[src/logic/trap_pkg.sv]
// Machine-mode trap unit package with CSR addresses, privilege levels and fixed constants.
`default_nettype none

package trap_pkg;

    // Data word width.
    localparam int xlen = 32;
    // Width of an mcause number.
    localparam int cause_w = 5;
    // Width of a CSR address.
    localparam int csr_addr_w = 12;

    // Implemented machine CSR addresses.
    typedef enum logic [csr_addr_w-1:0] {
        csr_mstatus    = 12'h300,
        csr_misa       = 12'h301,
        csr_medeleg    = 12'h302,
        csr_mideleg    = 12'h303,
        csr_mie        = 12'h304,
        csr_mtvec      = 12'h305,
        csr_mstatush   = 12'h310,
        csr_mscratch   = 12'h340,
        csr_mepc       = 12'h341,
        csr_mcause     = 12'h342,
        csr_mtval      = 12'h343,
        csr_mip        = 12'h344,
        csr_mvendorid  = 12'hf11,
        csr_marchid    = 12'hf12,
        csr_mimpid     = 12'hf13,
        csr_mhartid    = 12'hf14,
        csr_mconfigptr = 12'hf15
    } csr_addr_e;

    // Privilege levels, U and M only.
    typedef enum logic [1:0] {
        priv_user    = 2'd0,
        priv_machine = 2'd3
    } priv_e;

    // MXL is 1 for RV32, extensions are A, C, I and M.
    localparam logic [xlen-1:0] misa_value = 32'h4000_1105;
    // Architecture ID.
    localparam logic [xlen-1:0] marchid_value = 32'd37;
    // Major version 2, minor and patch zero.
    localparam logic [xlen-1:0] mimpid_value = 32'h0000_0200;
    // Single hart.
    localparam logic [xlen-1:0] hartid_value = 32'd0;

    // Pending bit of the machine timer interrupt.
    localparam int irq_timer_bit = 7;
    // First pending bit of the external lines.
    localparam int irq_ext_lo = 16;

    // Cycles MIE must be stable before an interrupt is taken.
    localparam int mie_settle = 2;

endpackage

`default_nettype wire

[src/logic/csr_bus_if.sv]
// CSR access bus between the top level and the machine CSR register file.
`timescale 1ns/1ns
`default_nettype none

interface csr_bus_if;
    import trap_pkg::*;

    // Access address.
    logic [csr_addr_w-1:0] addr;
    // Write strobe, one cycle.
    logic                  we;
    // Write data.
    logic [xlen-1:0]       wdata;
    // Read data, same cycle as addr.
    logic [xlen-1:0]       rdata;
    // Address is implemented.
    logic                  exists;
    // Address ignores writes.
    logic                  rdonly;

    // Side that issues accesses.
    modport host (
        output addr, we, wdata,
        input  rdata, exists, rdonly
    );

    // Side that stores and decodes.
    modport regs (
        input  addr, we, wdata,
        output rdata, exists, rdonly
    );

endinterface

`default_nettype wire

[src/logic/trap_bus_if.sv]
// Exception bus linking the trap dispatcher, interrupt arbiter and CSR file.
`timescale 1ns/1ns
`default_nettype none

interface trap_bus_if;
    import trap_pkg::*;

    // Dispatcher outputs.
    logic               ex_trap;
    logic               ex_irq;
    logic [cause_w-1:0] ex_cause;
    logic [xlen-1:0]    ex_epc;
    logic               ret;
    priv_e              ex_pp;

    // Arbiter outputs.
    logic [xlen-1:0]    irq_ip;
    logic [cause_w-1:0] irq_cause;
    logic               irq_ok;

    // CSR file outputs.
    logic [xlen-1:0]    irq_mie;
    logic               status_mie;
    priv_e              status_mpp;
    logic               status_mprv;
    logic [xlen-1:0]    ex_tvec;
    logic [xlen-1:0]    ret_epc;

    modport dispatch (
        output ex_trap, ex_irq, ex_cause, ex_epc, ret, ex_pp,
        input  irq_cause, irq_ok, status_mpp, status_mprv, ex_tvec, ret_epc
    );

    modport arbiter (
        output irq_ip, irq_cause, irq_ok,
        input  irq_mie, status_mie
    );

    modport regs (
        output irq_mie, status_mie, status_mpp, status_mprv, ex_tvec, ret_epc,
        input  ex_trap, ex_irq, ex_cause, ex_epc, ret, ex_pp, irq_ip
    );

endinterface

`default_nettype wire

[src/logic/csr_file.sv]
// Machine CSR file with read decode and trap, return and write updates.
`timescale 1ns/1ns
`default_nettype none

module csr_file (
    input  wire logic clk,
    input  wire logic rst,
    csr_bus_if.regs   csr,
    trap_bus_if.regs  tb
);
    import trap_pkg::*;

    // mstatus fields.
    logic               st_mie;
    logic               st_mpie;
    priv_e              st_mpp;
    logic               st_mprv;
    // Per-interrupt enables.
    logic [xlen-1:0]    mie_r;
    // Vector base in direct mode only.
    logic [xlen-1:2]    mtvec_r;
    logic [xlen-1:0]    mscratch_r;
    logic [xlen-1:1]    mepc_r;
    // mcause split into flag and number.
    logic               mcause_int;
    logic [cause_w-1:0] mcause_no;

    // Assembled views.
    logic [xlen-1:0]    mstatus_word;
    logic [xlen-1:0]    mcause_word;
    logic [xlen-1:0]    mip_word;

    assign mstatus_word = {14'b0, st_mprv, 4'b0, st_mpp, 3'b0, st_mpie, 3'b0, st_mie, 3'b0};
    assign mcause_word  = {mcause_int, {(xlen-cause_w-1){1'b0}}, mcause_no};
    // Only enabled sources show as pending.
    assign mip_word     = tb.irq_ip & mie_r;

    // Status towards dispatcher and arbiter.
    assign tb.irq_mie     = mie_r;
    assign tb.status_mie  = st_mie;
    assign tb.status_mpp  = st_mpp;
    assign tb.status_mprv = st_mprv;
    assign tb.ex_tvec     = {mtvec_r, 2'b00};
    assign tb.ret_epc     = {mepc_r, 1'b0};

    // Read decode.
    always_comb begin
        csr.exists = 1'b1;
        csr.rdonly = 1'b0;
        csr.rdata  = '0;
        case (csr.addr)
            csr_mstatus:    csr.rdata = mstatus_word;
            // Fixed ISA word.
            csr_misa: begin
                csr.rdonly = 1'b1;
                csr.rdata  = misa_value;
            end
            csr_medeleg:    csr.rdata = '0;
            csr_mideleg:    csr.rdata = '0;
            csr_mie:        csr.rdata = mie_r;
            csr_mtvec:      csr.rdata = {mtvec_r, 2'b00};
            csr_mstatush:   csr.rdata = '0;
            csr_mscratch:   csr.rdata = mscratch_r;
            csr_mepc:       csr.rdata = {mepc_r, 1'b0};
            csr_mcause:     csr.rdata = mcause_word;
            csr_mtval:      csr.rdata = '0;
            csr_mip:        csr.rdata = mip_word;
            // ID registers never change.
            csr_mvendorid: begin
                csr.rdonly = 1'b1;
            end
            csr_marchid: begin
                csr.rdonly = 1'b1;
                csr.rdata  = marchid_value;
            end
            csr_mimpid: begin
                csr.rdonly = 1'b1;
                csr.rdata  = mimpid_value;
            end
            csr_mhartid: begin
                csr.rdonly = 1'b1;
                csr.rdata  = hartid_value;
            end
            csr_mconfigptr: begin
                csr.rdonly = 1'b1;
            end
            default: begin
                csr.exists = 1'b0;
            end
        endcase
    end

    // Trap beats return and return beats software write.
    always_ff @(posedge clk) begin
        if (rst) begin
            st_mie     <= 1'b0;
            st_mpie    <= 1'b0;
            st_mpp     <= priv_machine;
            st_mprv    <= 1'b0;
            mie_r      <= '0;
            mtvec_r    <= '0;
            mscratch_r <= '0;
            mepc_r     <= '0;
            mcause_int <= 1'b0;
            mcause_no  <= '0;
        end else if (tb.ex_trap || tb.ex_irq) begin
            // Stack the enable and privilege.
            st_mpie    <= st_mie;
            st_mie     <= 1'b0;
            st_mpp     <= tb.ex_pp;
            mepc_r     <= tb.ex_epc[xlen-1:1];
            mcause_int <= tb.ex_irq;
            mcause_no  <= tb.ex_cause;
        end else if (tb.ret) begin
            // Unstack and keep MPRV only on a return to M.
            st_mie  <= st_mpie;
            st_mprv <= st_mprv && (st_mpp == priv_machine);
        end else if (csr.we) begin
            case (csr.addr)
                csr_mstatus: begin
                    st_mie  <= csr.wdata[3];
                    st_mpie <= csr.wdata[7];
                    // Only U and M exist, so any nonzero MPP means M.
                    st_mpp  <= (csr.wdata[12:11] != 2'b00) ? priv_machine : priv_user;
                    st_mprv <= csr.wdata[17];
                end
                csr_mie:      mie_r      <= csr.wdata;
                csr_mtvec:    mtvec_r    <= csr.wdata[xlen-1:2];
                csr_mscratch: mscratch_r <= csr.wdata;
                csr_mepc:     mepc_r     <= csr.wdata[xlen-1:1];
                csr_mcause: begin
                    mcause_int <= csr.wdata[xlen-1];
                    mcause_no  <= csr.wdata[cause_w-1:0];
                end
                default: begin
                end
            endcase
        end
    end

endmodule

`default_nettype wire

[src/logic/irq_arbiter.sv]
// Interrupt latch, mask, priority encoder and MIE settle filter.
`timescale 1ns/1ns
`default_nettype none

module irq_arbiter (
    input  wire logic clk,
    input  wire logic rst,
    input  wire logic timer_irq,
    input  wire logic [trap_pkg::xlen-trap_pkg::irq_ext_lo-1:0] ext_irq,
    trap_bus_if.arbiter tb
);
    import trap_pkg::*;

    // Raw pending word before the latch.
    logic [xlen-1:0]       pend_next;
    // Pending and enabled.
    logic [xlen-1:0]       irq_masked;
    // History of mstatus.MIE.
    logic [mie_settle-1:0] mie_hist;

    // Timer at bit 7, external lines in the upper half.
    always_comb begin
        pend_next = '0;
        pend_next[irq_timer_bit] = timer_irq;
        pend_next[xlen-1:irq_ext_lo] = ext_irq;
    end

    // Inputs show up one edge later.
    always_ff @(posedge clk) begin
        if (rst) begin
            tb.irq_ip <= '0;
        end else begin
            tb.irq_ip <= pend_next;
        end
    end

    assign irq_masked = tb.irq_ip & tb.irq_mie;

    // Lowest set bit wins.
    always_comb begin
        tb.irq_cause = '0;
        for (int i = xlen - 1; i >= 0; i--) begin
            if (irq_masked[i]) begin
                tb.irq_cause = i[cause_w-1:0];
            end
        end
    end

    // Shift in MIE each cycle.
    always_ff @(posedge clk) begin
        if (rst) begin
            mie_hist <= '0;
        end else begin
            mie_hist <= (mie_hist << 1) | mie_settle'(tb.status_mie);
        end
    end

    // MIE must be stable and still set.
    assign tb.irq_ok = (&mie_hist) && tb.status_mie && (tb.irq_cause != '0);

endmodule

`default_nettype wire

[src/logic/trap_dispatch.sv]
// Picks interrupt, trap or return per cycle and keeps the privilege level.
`timescale 1ns/1ns
`default_nettype none

module trap_dispatch (
    input  wire logic clk,
    input  wire logic rst,
    input  wire logic retire_valid,
    input  wire logic retire_trap,
    input  wire logic mret,
    input  wire logic [trap_pkg::xlen-1:0] retire_pc,
    input  wire logic [3:0] retire_cause,
    trap_bus_if.dispatch tb,
    output trap_pkg::priv_e cur_priv,
    output trap_pkg::priv_e data_priv,
    output logic exception,
    output logic exc_is_irq,
    output logic [trap_pkg::cause_w-1:0] exc_cause,
    output logic [trap_pkg::xlen-1:0] exc_tvec,
    output logic [trap_pkg::xlen-1:0] ret_epc
);
    import trap_pkg::*;

    // Outcome of the current cycle.
    typedef enum logic [1:0] {
        act_none,
        act_irq,
        act_trap,
        act_ret
    } act_e;

    act_e act;

    // Interrupt over trap over return.
    always_comb begin
        act = act_none;
        if (retire_valid && tb.irq_ok) begin
            act = act_irq;
        end else if (retire_valid && retire_trap) begin
            act = act_trap;
        end else if (mret) begin
            act = act_ret;
        end
    end

    assign tb.ex_irq   = (act == act_irq);
    assign tb.ex_trap  = (act == act_trap);
    assign tb.ret      = (act == act_ret);
    // Trap causes are 4 bits, zero-extended.
    assign tb.ex_cause = (act == act_irq) ? tb.irq_cause : {1'b0, retire_cause};
    // Both exception kinds return to the retiring PC.
    assign tb.ex_epc   = retire_pc;
    assign tb.ex_pp    = cur_priv;

    // Privilege register.
    always_ff @(posedge clk) begin
        if (rst) begin
            cur_priv <= priv_machine;
        end else if (act == act_irq || act == act_trap) begin
            cur_priv <= priv_machine;
        end else if (act == act_ret) begin
            cur_priv <= tb.status_mpp;
        end
    end

    // Loads and stores use MPP when MPRV is set.
    assign data_priv  = tb.status_mprv ? tb.status_mpp : cur_priv;

    // Exception outputs, same cycle as the retire.
    assign exception  = tb.ex_trap || tb.ex_irq;
    assign exc_is_irq = tb.ex_irq;
    assign exc_cause  = exception ? tb.ex_cause : '0;
    assign exc_tvec   = tb.ex_tvec;
    assign ret_epc    = tb.ret_epc;

endmodule

`default_nettype wire

[src/logic/trap_unit.sv]
// Top level of the machine-mode trap and CSR unit.
`timescale 1ns/1ns
`default_nettype none

module trap_unit (
    input  wire logic clk,
    input  wire logic rst,
    input  wire logic retire_valid,
    input  wire logic retire_trap,
    input  wire logic [trap_pkg::xlen-1:0] retire_pc,
    input  wire logic [3:0] retire_cause,
    input  wire logic mret,
    input  wire logic timer_irq,
    input  wire logic [trap_pkg::xlen-trap_pkg::irq_ext_lo-1:0] ext_irq,
    input  wire logic [trap_pkg::csr_addr_w-1:0] csr_addr,
    input  wire logic csr_we,
    input  wire logic [trap_pkg::xlen-1:0] csr_wdata,
    output logic [trap_pkg::xlen-1:0] csr_rdata,
    output logic csr_exists,
    output logic csr_rdonly,
    output logic exception,
    output logic exc_is_irq,
    output logic [trap_pkg::cause_w-1:0] exc_cause,
    output logic [trap_pkg::xlen-1:0] exc_tvec,
    output logic [trap_pkg::xlen-1:0] ret_epc,
    output trap_pkg::priv_e cur_priv,
    output trap_pkg::priv_e data_priv
);

    csr_bus_if  csr_bus ();
    trap_bus_if trap_bus ();

    // Host side of the CSR bus.
    assign csr_bus.addr  = csr_addr;
    assign csr_bus.we    = csr_we;
    assign csr_bus.wdata = csr_wdata;
    assign csr_rdata     = csr_bus.rdata;
    assign csr_exists    = csr_bus.exists;
    assign csr_rdonly    = csr_bus.rdonly;

    csr_file u_csr_file (
        .clk (clk),
        .rst (rst),
        .csr (csr_bus),
        .tb  (trap_bus)
    );

    irq_arbiter u_irq_arbiter (
        .clk       (clk),
        .rst       (rst),
        .timer_irq (timer_irq),
        .ext_irq   (ext_irq),
        .tb        (trap_bus)
    );

    trap_dispatch u_trap_dispatch (
        .clk          (clk),
        .rst          (rst),
        .retire_valid (retire_valid),
        .retire_trap  (retire_trap),
        .mret         (mret),
        .retire_pc    (retire_pc),
        .retire_cause (retire_cause),
        .tb           (trap_bus),
        .cur_priv     (cur_priv),
        .data_priv    (data_priv),
        .exception    (exception),
        .exc_is_irq   (exc_is_irq),
        .exc_cause    (exc_cause),
        .exc_tvec     (exc_tvec),
        .ret_epc      (ret_epc)
    );

endmodule

`default_nettype wire

[config.mk]
export PLATFORM = sky130hd
export DESIGN_NAME = trap_unit
export DESIGN_NICKNAME = d
export VERILOG_FILES = /design/src/logic/trap_pkg.sv /design/src/logic/csr_bus_if.sv /design/src/logic/trap_bus_if.sv /design/src/logic/csr_file.sv /design/src/logic/irq_arbiter.sv /design/src/logic/trap_dispatch.sv /design/src/logic/trap_unit.sv
export SDC_FILE = /design/constraint.sdc
export NUM_CORES = 1
export LEC_CHECK = 0
export ABC_AREA = 1
export BUFFER_PORTS_ARGS = -buffer_cell sky130_fd_sc_hd__buf_4
export CAP_MARGIN = 20
export CORE_UTILIZATION = 47
export DETAILED_ROUTE_END_ITERATION = 6
export PLACE_DENSITY = 0.84
export SETUP_SLACK_MARGIN = 0.2
export SLEW_MARGIN = 10
export SYNTH_ARGS = -nofsm -noshare
export SYNTH_HDL_FRONTEND = slang
export SYNTH_SLANG_ARGS = --single-unit
[constraint.sdc]
create_clock -name clk -period 2.7 [get_ports clk]
set_input_delay 0.405 -clock clk [delete_from_list [all_inputs] [get_ports clk]]
set_output_delay 0.405 -clock clk [all_outputs]
set_load 0.02 [all_outputs]
==> results of run 1 <==
-- registers in the layout, summed over array words and instances, names as in the netlist, 2 cells and up --
name and count:
u_csr_file.tb.status_mpp 2, u_csr_file.tb.irq_mie 32, u_irq_arbiter.tb.irq_ip 17, u_irq_arbiter.mie_hist 2
u_trap_dispatch.cur_priv 2, u_csr_file.mtvec_r 30, u_csr_file.mscratch_r 32, u_csr_file.mcause_no 5
u_csr_file.mepc_r 31
-- worst max-delay path: stages, from the launching register on --
cell and delay (ps):
dfxtp_1 320, nand2_2 80, nand2_2 90, nor2_4 200, o31ai_2 110, a21oi_1 280, nand2_1 150, nand2_2 120
inv_4 60, a21oi_4 130, inv_2 80, ha_4 310, buf_4 120, buf_6 110, nor2_2 40, nor2_1 150
buf_4 140, o21ai_2 70, inv_2 90, buf_6 130, o21ai_2 70, a21oi_2 340
-- cell families (layout without fill, tap and decap cells) --
family          count (synthesis)  in the layout  share of synthesized area [%]
compound gates                345            345                           28.0
buf+inv                       199            487                           10.9
other cells                     1              3                         0.0521
fa+ha+maj                       3              3                          0.521
flops                         157            157                           43.6
simple gates                  295            296                           16.9
-- Yosys cell counts (all sizes together) --
cell type  count
a211oi        18
a21oi         93
a221o          4
a221oi        10
a31oi         39
buf           18
clkbuf        46
clkinv         1
conb           1
dfxtp        157
ha             3
inv          134
nand2        172
nand3          8
nand4          1
nor2         107
nor3           6
nor4           1
o2111ai        4
o211ai        20
o21ai        129
o221ai         3
o22ai         24
o31ai          1
-- cell type report --
class	instances	area, sq um	area share (%)
Clock buffer	19	453	3.72
Clock inverter	13	213	1.75
Inverter	135	547	4.49
Multi-Input combinational cell	647	4410	36.2
Sequential cell	157	3160	25.9
Tap cell	184	230	1.89
Timing Repair Buffer	320	3180	26.1
-- power by group through the flow --
stage	Clock [W]	Sequential, W	Combinational (W)
detailed placement	0	0.00254	0.000769
CTS	0.00270	0.00249	0.000875
floorplan	0	0.00259	0.000340
finish	0.00276	0.00251	0.00119
global placement	0	0.00254	0.000752
global route	0.00284	0.00251	0.00123
-- layer usage --
metal	vias to the layer above	share of wire, %	GRT usage [%]
li1	3950	-	-
met1	4459	33	38.1
met2	968	45	54.5
met3	333	13	6.67
met4	2	8.8	16.4
met5	-	0.035	0
-- placed cells by master (no fill, tap or decap), types with 22 or more instances in the layout --
master and instances:
nor2_1 62, clkbuf_16 37, nand2_1 139, o21ai_0 22, dfxtp_1 147, nor2_4 23, a31oi_1 34, buf_6 32
o21ai_1 39, a21oi_1 48, a21oi_2 40, nand2_2 24, inv_1 116, o21ai_2 51, buf_4 241, o22ai_1 24
-- final timing paths --
kind / from / to / slack (ps) / cells after the start
setup / recovery: u_irq_arbiter.tb.irq_ip[23] / u_csr_file.mcause_no[0] / -640 / 21
hold / removal: ext_irq[7] / u_irq_arbiter.tb.irq_ip[23] / 160 / 3
setup reg to reg: u_irq_arbiter.tb.irq_ip[23] / u_csr_file.mcause_no[0] / -640 / 21
hold reg to reg: u_irq_arbiter.mie_hist[0] / u_irq_arbiter.mie_hist[1] / 440 / 2
-- through the flow --
step	TNS, ps	util (%)	instance area, sq um	std cells
2_1_floorplan	0	-	7320	1002
3_3_place_gp	0	62.4	9210	1369
3_5_place_dp	-98.2	62.4	9210	1369
4_1_cts	-589	69.5	10300	1428
5_1_grt	-49080	82.5	12200	1475
6_report	-44970	82.5	12200	1475
-- timing repair --
action                                  CTS  global route
gates resized for setup                  46           366
pin swaps                                22            59
hold buffers                              0             0
endpoints found under the setup margin  151           163
setup buffers                            24            21
cloned                                    3            26
==> summary.md, run 1 <==
| Metric | Value |
|---|---|
| Part of the total power dissipated in the clock network | 42.7% |
| Data required time at the worst endpoint | 3020 ps |
| Die X | around 130 microns |
| Synthesis warning total | 0 |
| Die outline area | 0.0158 sq mm |
| Vias in the first global route | 7,838 |
| Critical path peak fanout | 7 |
| Power share of the combinational group | 18.4% |
| Wire per inst | approximately 25 microns |
| PD cells | 530 mW/mm^2 |
| Die Y | 126 microns |
| Number of endpoints with negative hold slack in the final report | 0 |
| Overall Global Routing Usage | 32.0% |
| Worst max-slew margin expressed relative to the limit | about half |
| Synthesis-to-finish area growth | 69.1% |
| Core ar. | ~0.015 sq mm |
| Clock network latency to the later pin of the worst-skew pair | 450 ps |
| Initial antenna violation count | 1 |
| Type of the setup path with the least slack | flop to flop |
| Clock Sink Count | 157 |
| Proportion of synthesized chip area in sequential cells | 43.6% |
| Most area-consuming cells after synthesis | dfxtp_1 (44%), nand2_1 (8.9%), o21ai_0 (8.7%) |
| Setup Viol. Count Final | approximately 140 |
| Transition time at the pin with the least slew margin | slightly below 800 ps |
| Number of distinct library cells after synthesis | 39 |
| Switching power | 0.00183 W |
| Violation count after the first detailed-routing iteration | 1,367 |
| PnR worst setup slack | -635 ps |
| Antenna viol nets, final | 0 |
| Sequential power share | 38.9% |
| Total Wirelength | 36,700 microns |
| Count of buffers inserted at the top-level ports | 207 |
| Yosys top cell area share | 43.6% |
| Number of instances in the synthesized netlist | around 1,000 |
| Setup repair after global routing missed its margin | true |
| Post-layout net count | 1,384 |
| Critical Path AT | 3650 ps |
| Clock-pin slew on the worst setup and hold paths | 70 ps |
| Clock root buffer | clkbuf_16 |
| Placer's final routability congestion estimate | 0.900 |
| VDD IR-drop max | around 590 uV |
| Post-detail-place hpwl | 16,600 microns |
| Mean instance size in the synthesized netlist | 7.20 sq um |
| Leakage power summed over all cells | roughly 5.1 nW |
| GRT Residual Overflow | 0 |
| Pre-CTS setup slack | -28.4 ps |
| TritonCTS clock tree | yes |
| Via Count | 9,712 |
| Hold_ws | 163 ps |
| Number of synthesized register bits | 157 |
| Min Clock Period, post-route | 3340 ps |
| Std cell rows | 44 |
| Cell area after technology mapping | 0.00720 sq mm |
| Yosys top cell by area | dfxtp_1 |
| H-tree lvl count | 4 |
| Critical Path Source Type | flop |
| Fraction of final layout cells with drive strength greater than 1 | 46.6% |
| Top achievable clock speed | around 300 MHz |
| Pin count of the biggest net entering global routing | 71 |
| CTS Buffer Depth | 2 |
| Clock buffer count from CTS | 17 |
| Initial cell density of the core | 48.8% |
| Max-slew violation count | 0 |
| Switching power share of the total | approximately 28% |
| Post-route DRC violation count | 0 |
| Power, Total | 0.00646 W |
| Violations in the final reports | negative setup slack |
| Filler cells | slightly below 800 |
| Crit. End Element | flop |
| Worst Skew | 11.8 ps |
| First-pass GRT wire length | 39,500 microns |
| Number of detailed-routing iterations run before antenna repair | 7 |
| Path type of the worst min-delay path | input port to flop |
| Routed via count divided by cell count | between 6 and 7 |
| Tcrit/Tclk final | 124% |
| Number of antenna repair diodes | 0 |
| Run status | finished, violations left |
| Number of ports placed on the die boundary | 212 |
| Internal power | 0.00463 W |
| Maxcap violations | 0 |
No activity file was read; power rests on OpenSTA's default activity.
==> run 2: changes to the inputs <==
--- a/config.mk
+++ b/config.mk
@@ -11,7 +11,7 @@
 export CORE_UTILIZATION = 47
 export DETAILED_ROUTE_END_ITERATION = 6
 export PLACE_DENSITY = 0.84
-export SETUP_SLACK_MARGIN = 0.2
+export SETUP_SLACK_MARGIN = 0.5
 export SLEW_MARGIN = 10
 export SYNTH_ARGS = -nofsm -noshare
 export SYNTH_HDL_FRONTEND = slang
==> run 2 against run 1 <==
Net effect: the flow finishes with violations (design-rule violations, negative setup slack); design area increased by 5.3%; combinational power increased by 13%; total power increased by 2.7%; utilization increased by 4.3 points.
==> summary.md, run 2 (synthesis results as in run 1) <==
| Metric | Value |
|---|---|
| Clock Sink Count | 157 |
| Data required time at the worst endpoint | 3070 ps |
| GRT Residual Overflow | 0 |
| Critical path peak fanout | 7 |
| Leakage power summed over all cells | between 5 and 6 nW |
| Violations in the final reports | design-rule violations, negative setup slack |
| Cell with the biggest individual delay on the critical path | o21ai_4 |
| Placer's final routability congestion estimate | 0.891 |
| Overall Global Routing Usage | 44.5% |
| Filler cells | 620 |
| Top achievable clock speed | 310 MHz |
| Count of buffers inserted at the top-level ports | 207 |
| Die X | about 130 microns |
| Hold_ws | approximately 160 ps |
| Critical Path AT | 3600 ps |
| Worst Skew | 10.0 ps |
| Number of ports placed on the die boundary | 212 |
| Clock root buffer | clkbuf_16 |
| Post-route DRC violation count | 64 |
| Clock buffer count from CTS | 17 |
| Crit. End Element | flop |
| Wire per inst | 29.1 microns |
| Run status | finished, violations left |
| PnR worst setup slack | -524 ps |
| Tcrit/Tclk final | 119% |
| Vias in the first global route | around 9,700 |
| TritonCTS clock tree | yes |
| Cell breakdown of the critical path | nand2_1 -> nand2_2 -> nor2_2 -> nand2_1 -> nor2_2 -> nand2_1 -> nand2_2 -> inv_4 -> a21oi_4 -> inv_2 -> ha_4 -> buf_4 -> buf_6 -> buf_6 -> o21ai_4 -> inv_4 -> buf_6 -> buf_12 -> buf_16 -> a31oi_4 |
| Maxcap violations | 0 |
| Slowest Stage Delay on Critical Path | ~330 ps |
| Violation count after the first detailed-routing iteration | 2,155 |
| Setup Viol. Count Final | 46 |
| Critical Path Source Type | flop |
| Post-detail-place hpwl | 16,700 microns |
| Setup repair after global routing missed its margin | true |
| PD cells | 518 mW/mm^2 |
| Clock network latency to the later pin of the worst-skew pair | roughly 450 ps |
| Synthesis-to-finish area growth | 78.0% |
| Core ar. | 0.0148 sq mm |
| Path type of the worst min-delay path | input port to flop |
| First-pass GRT wire length | about 53,000 microns |
| Pin count of the biggest net entering global routing | 46 |
| Worst max-slew margin expressed relative to the limit | 29.8% |
| Transition time at the pin with the least slew margin | roughly 1100 ps |
| CTS Buffer Depth | 2 |
| Min Clock Period, post-route | between 3000 and 4000 ps |
| Post-layout net count | between 1,000 and 1,500 |
| VDD IR-drop max | 500 uV |
| Fraction of final layout cells with drive strength greater than 1 | between 40% and 50% |
| Type of the setup path with the least slack | flop to flop |
| Number of endpoints with negative hold slack in the final report | 0 |
| Via Count | 10,600 |
| Die Y | between 100 and 150 microns |
| Max-slew violation count | 0 |
| Antenna viol nets, final | 0 |
| H-tree lvl count | 4 |
| Routed via count divided by cell count | 7.01 |
| Most common cell after layout, fill and taps aside | buf_4 |
| Clock-pin slew on the worst setup and hold paths | 70 ps |
| Commonest cells after routing, fill and taps aside | buf_4 (245), dfxtp_1 (146), nand2_1 (138) |
| Pre-CTS setup slack | -44.7 ps |
| Total Wirelength | 43,900 microns |
| Die outline area | between 0.015 and 0.02 sq mm |
| Initial cell density of the core | between 40% and 50% |
| Initial antenna violation count | 4 |
| Power, Total | 0.00664 W |
| Std cell rows | 44 |
| Number of detailed-routing iterations run before antenna repair | 7 |
==> run 2: per-stage QoR <==
step	area (sq um)	TNS (ps)	util (%)	cells
floorplan	7380	0	-	1002
finish	12800	-17800	86.9	1506
CTS	11900	-417	80.8	1474
global placement	9160	0	62.1	1362
global route	12800	-22100	86.9	1504
detailed placement	9160	-122	62.1	1362
==> run 2: where the power goes <==
group	switching, W	total [W]	internal, W	leakage (nW)
sequential	0.000110	0.00252	0.00241	1.28
clock	0.00105	0.00277	0.00172	0.313
combinational	0.000760	0.00134	0.000583	3.81
total	0.00192	0.00664	0.00472	5.40
==> run 2: worst paths after layout <==
check	startpoint	to	slack, ps	cells past startpoint
setup reg to reg	u_csr_file.tb.irq_mie[18]	u_csr_file.mepc_r[11]	-520	20
hold reg to reg	u_csr_file.mscratch_r[10]	u_csr_file.mscratch_r[10]	470	2
setup / recovery	u_csr_file.tb.irq_mie[18]	u_csr_file.mepc_r[11]	-520	20
hold / removal	ext_irq[5]	u_irq_arbiter.tb.irq_ip[21]	160	3
==> run 2: repair_timing <==
item,CTS,global route
gates cloned,24,8
pin swaps,82,45
setup endpoints to repair,178,180
hold buffers,0,0
resized for setup,304,135
buffers inserted,57,21
==> run 2: final cells by class <==
type	count	area, sq um	share of cell area [%]
timing repair inverter	1	7.51	0.0586
sequential	157	3160	24.6
tap	184	230	1.80
clock inverter	12	219	1.71
clock buffer	19	433	3.38
timing repair buffer	349	3730	29.1
inverter	135	569	4.44
multi-input combinational	646	4460	34.8
antenna	3	7.51	0.0586
==> run 2: worst max-delay path: cells and delay by family (launching register included) <==
family / cells / cell delay [ps]
buf+inv: 9 / 1070
simple gates: 7 / 820
compound gates: 3 / 650
flops: 1 / 320
fa+ha+maj: 1 / 270
==> run 2: layer usage <==
layer | GRT usage, % | vias up | part of all wire [%]
met3 | 12.7 | 522 | 17
met2 | 73.5 | 1280 | 41
met5 | 0 | - | 0.030
li1 | - | 3994 | -
met1 | 48.5 | 4759 | 31
met4 | 34.2 | 2 | 11
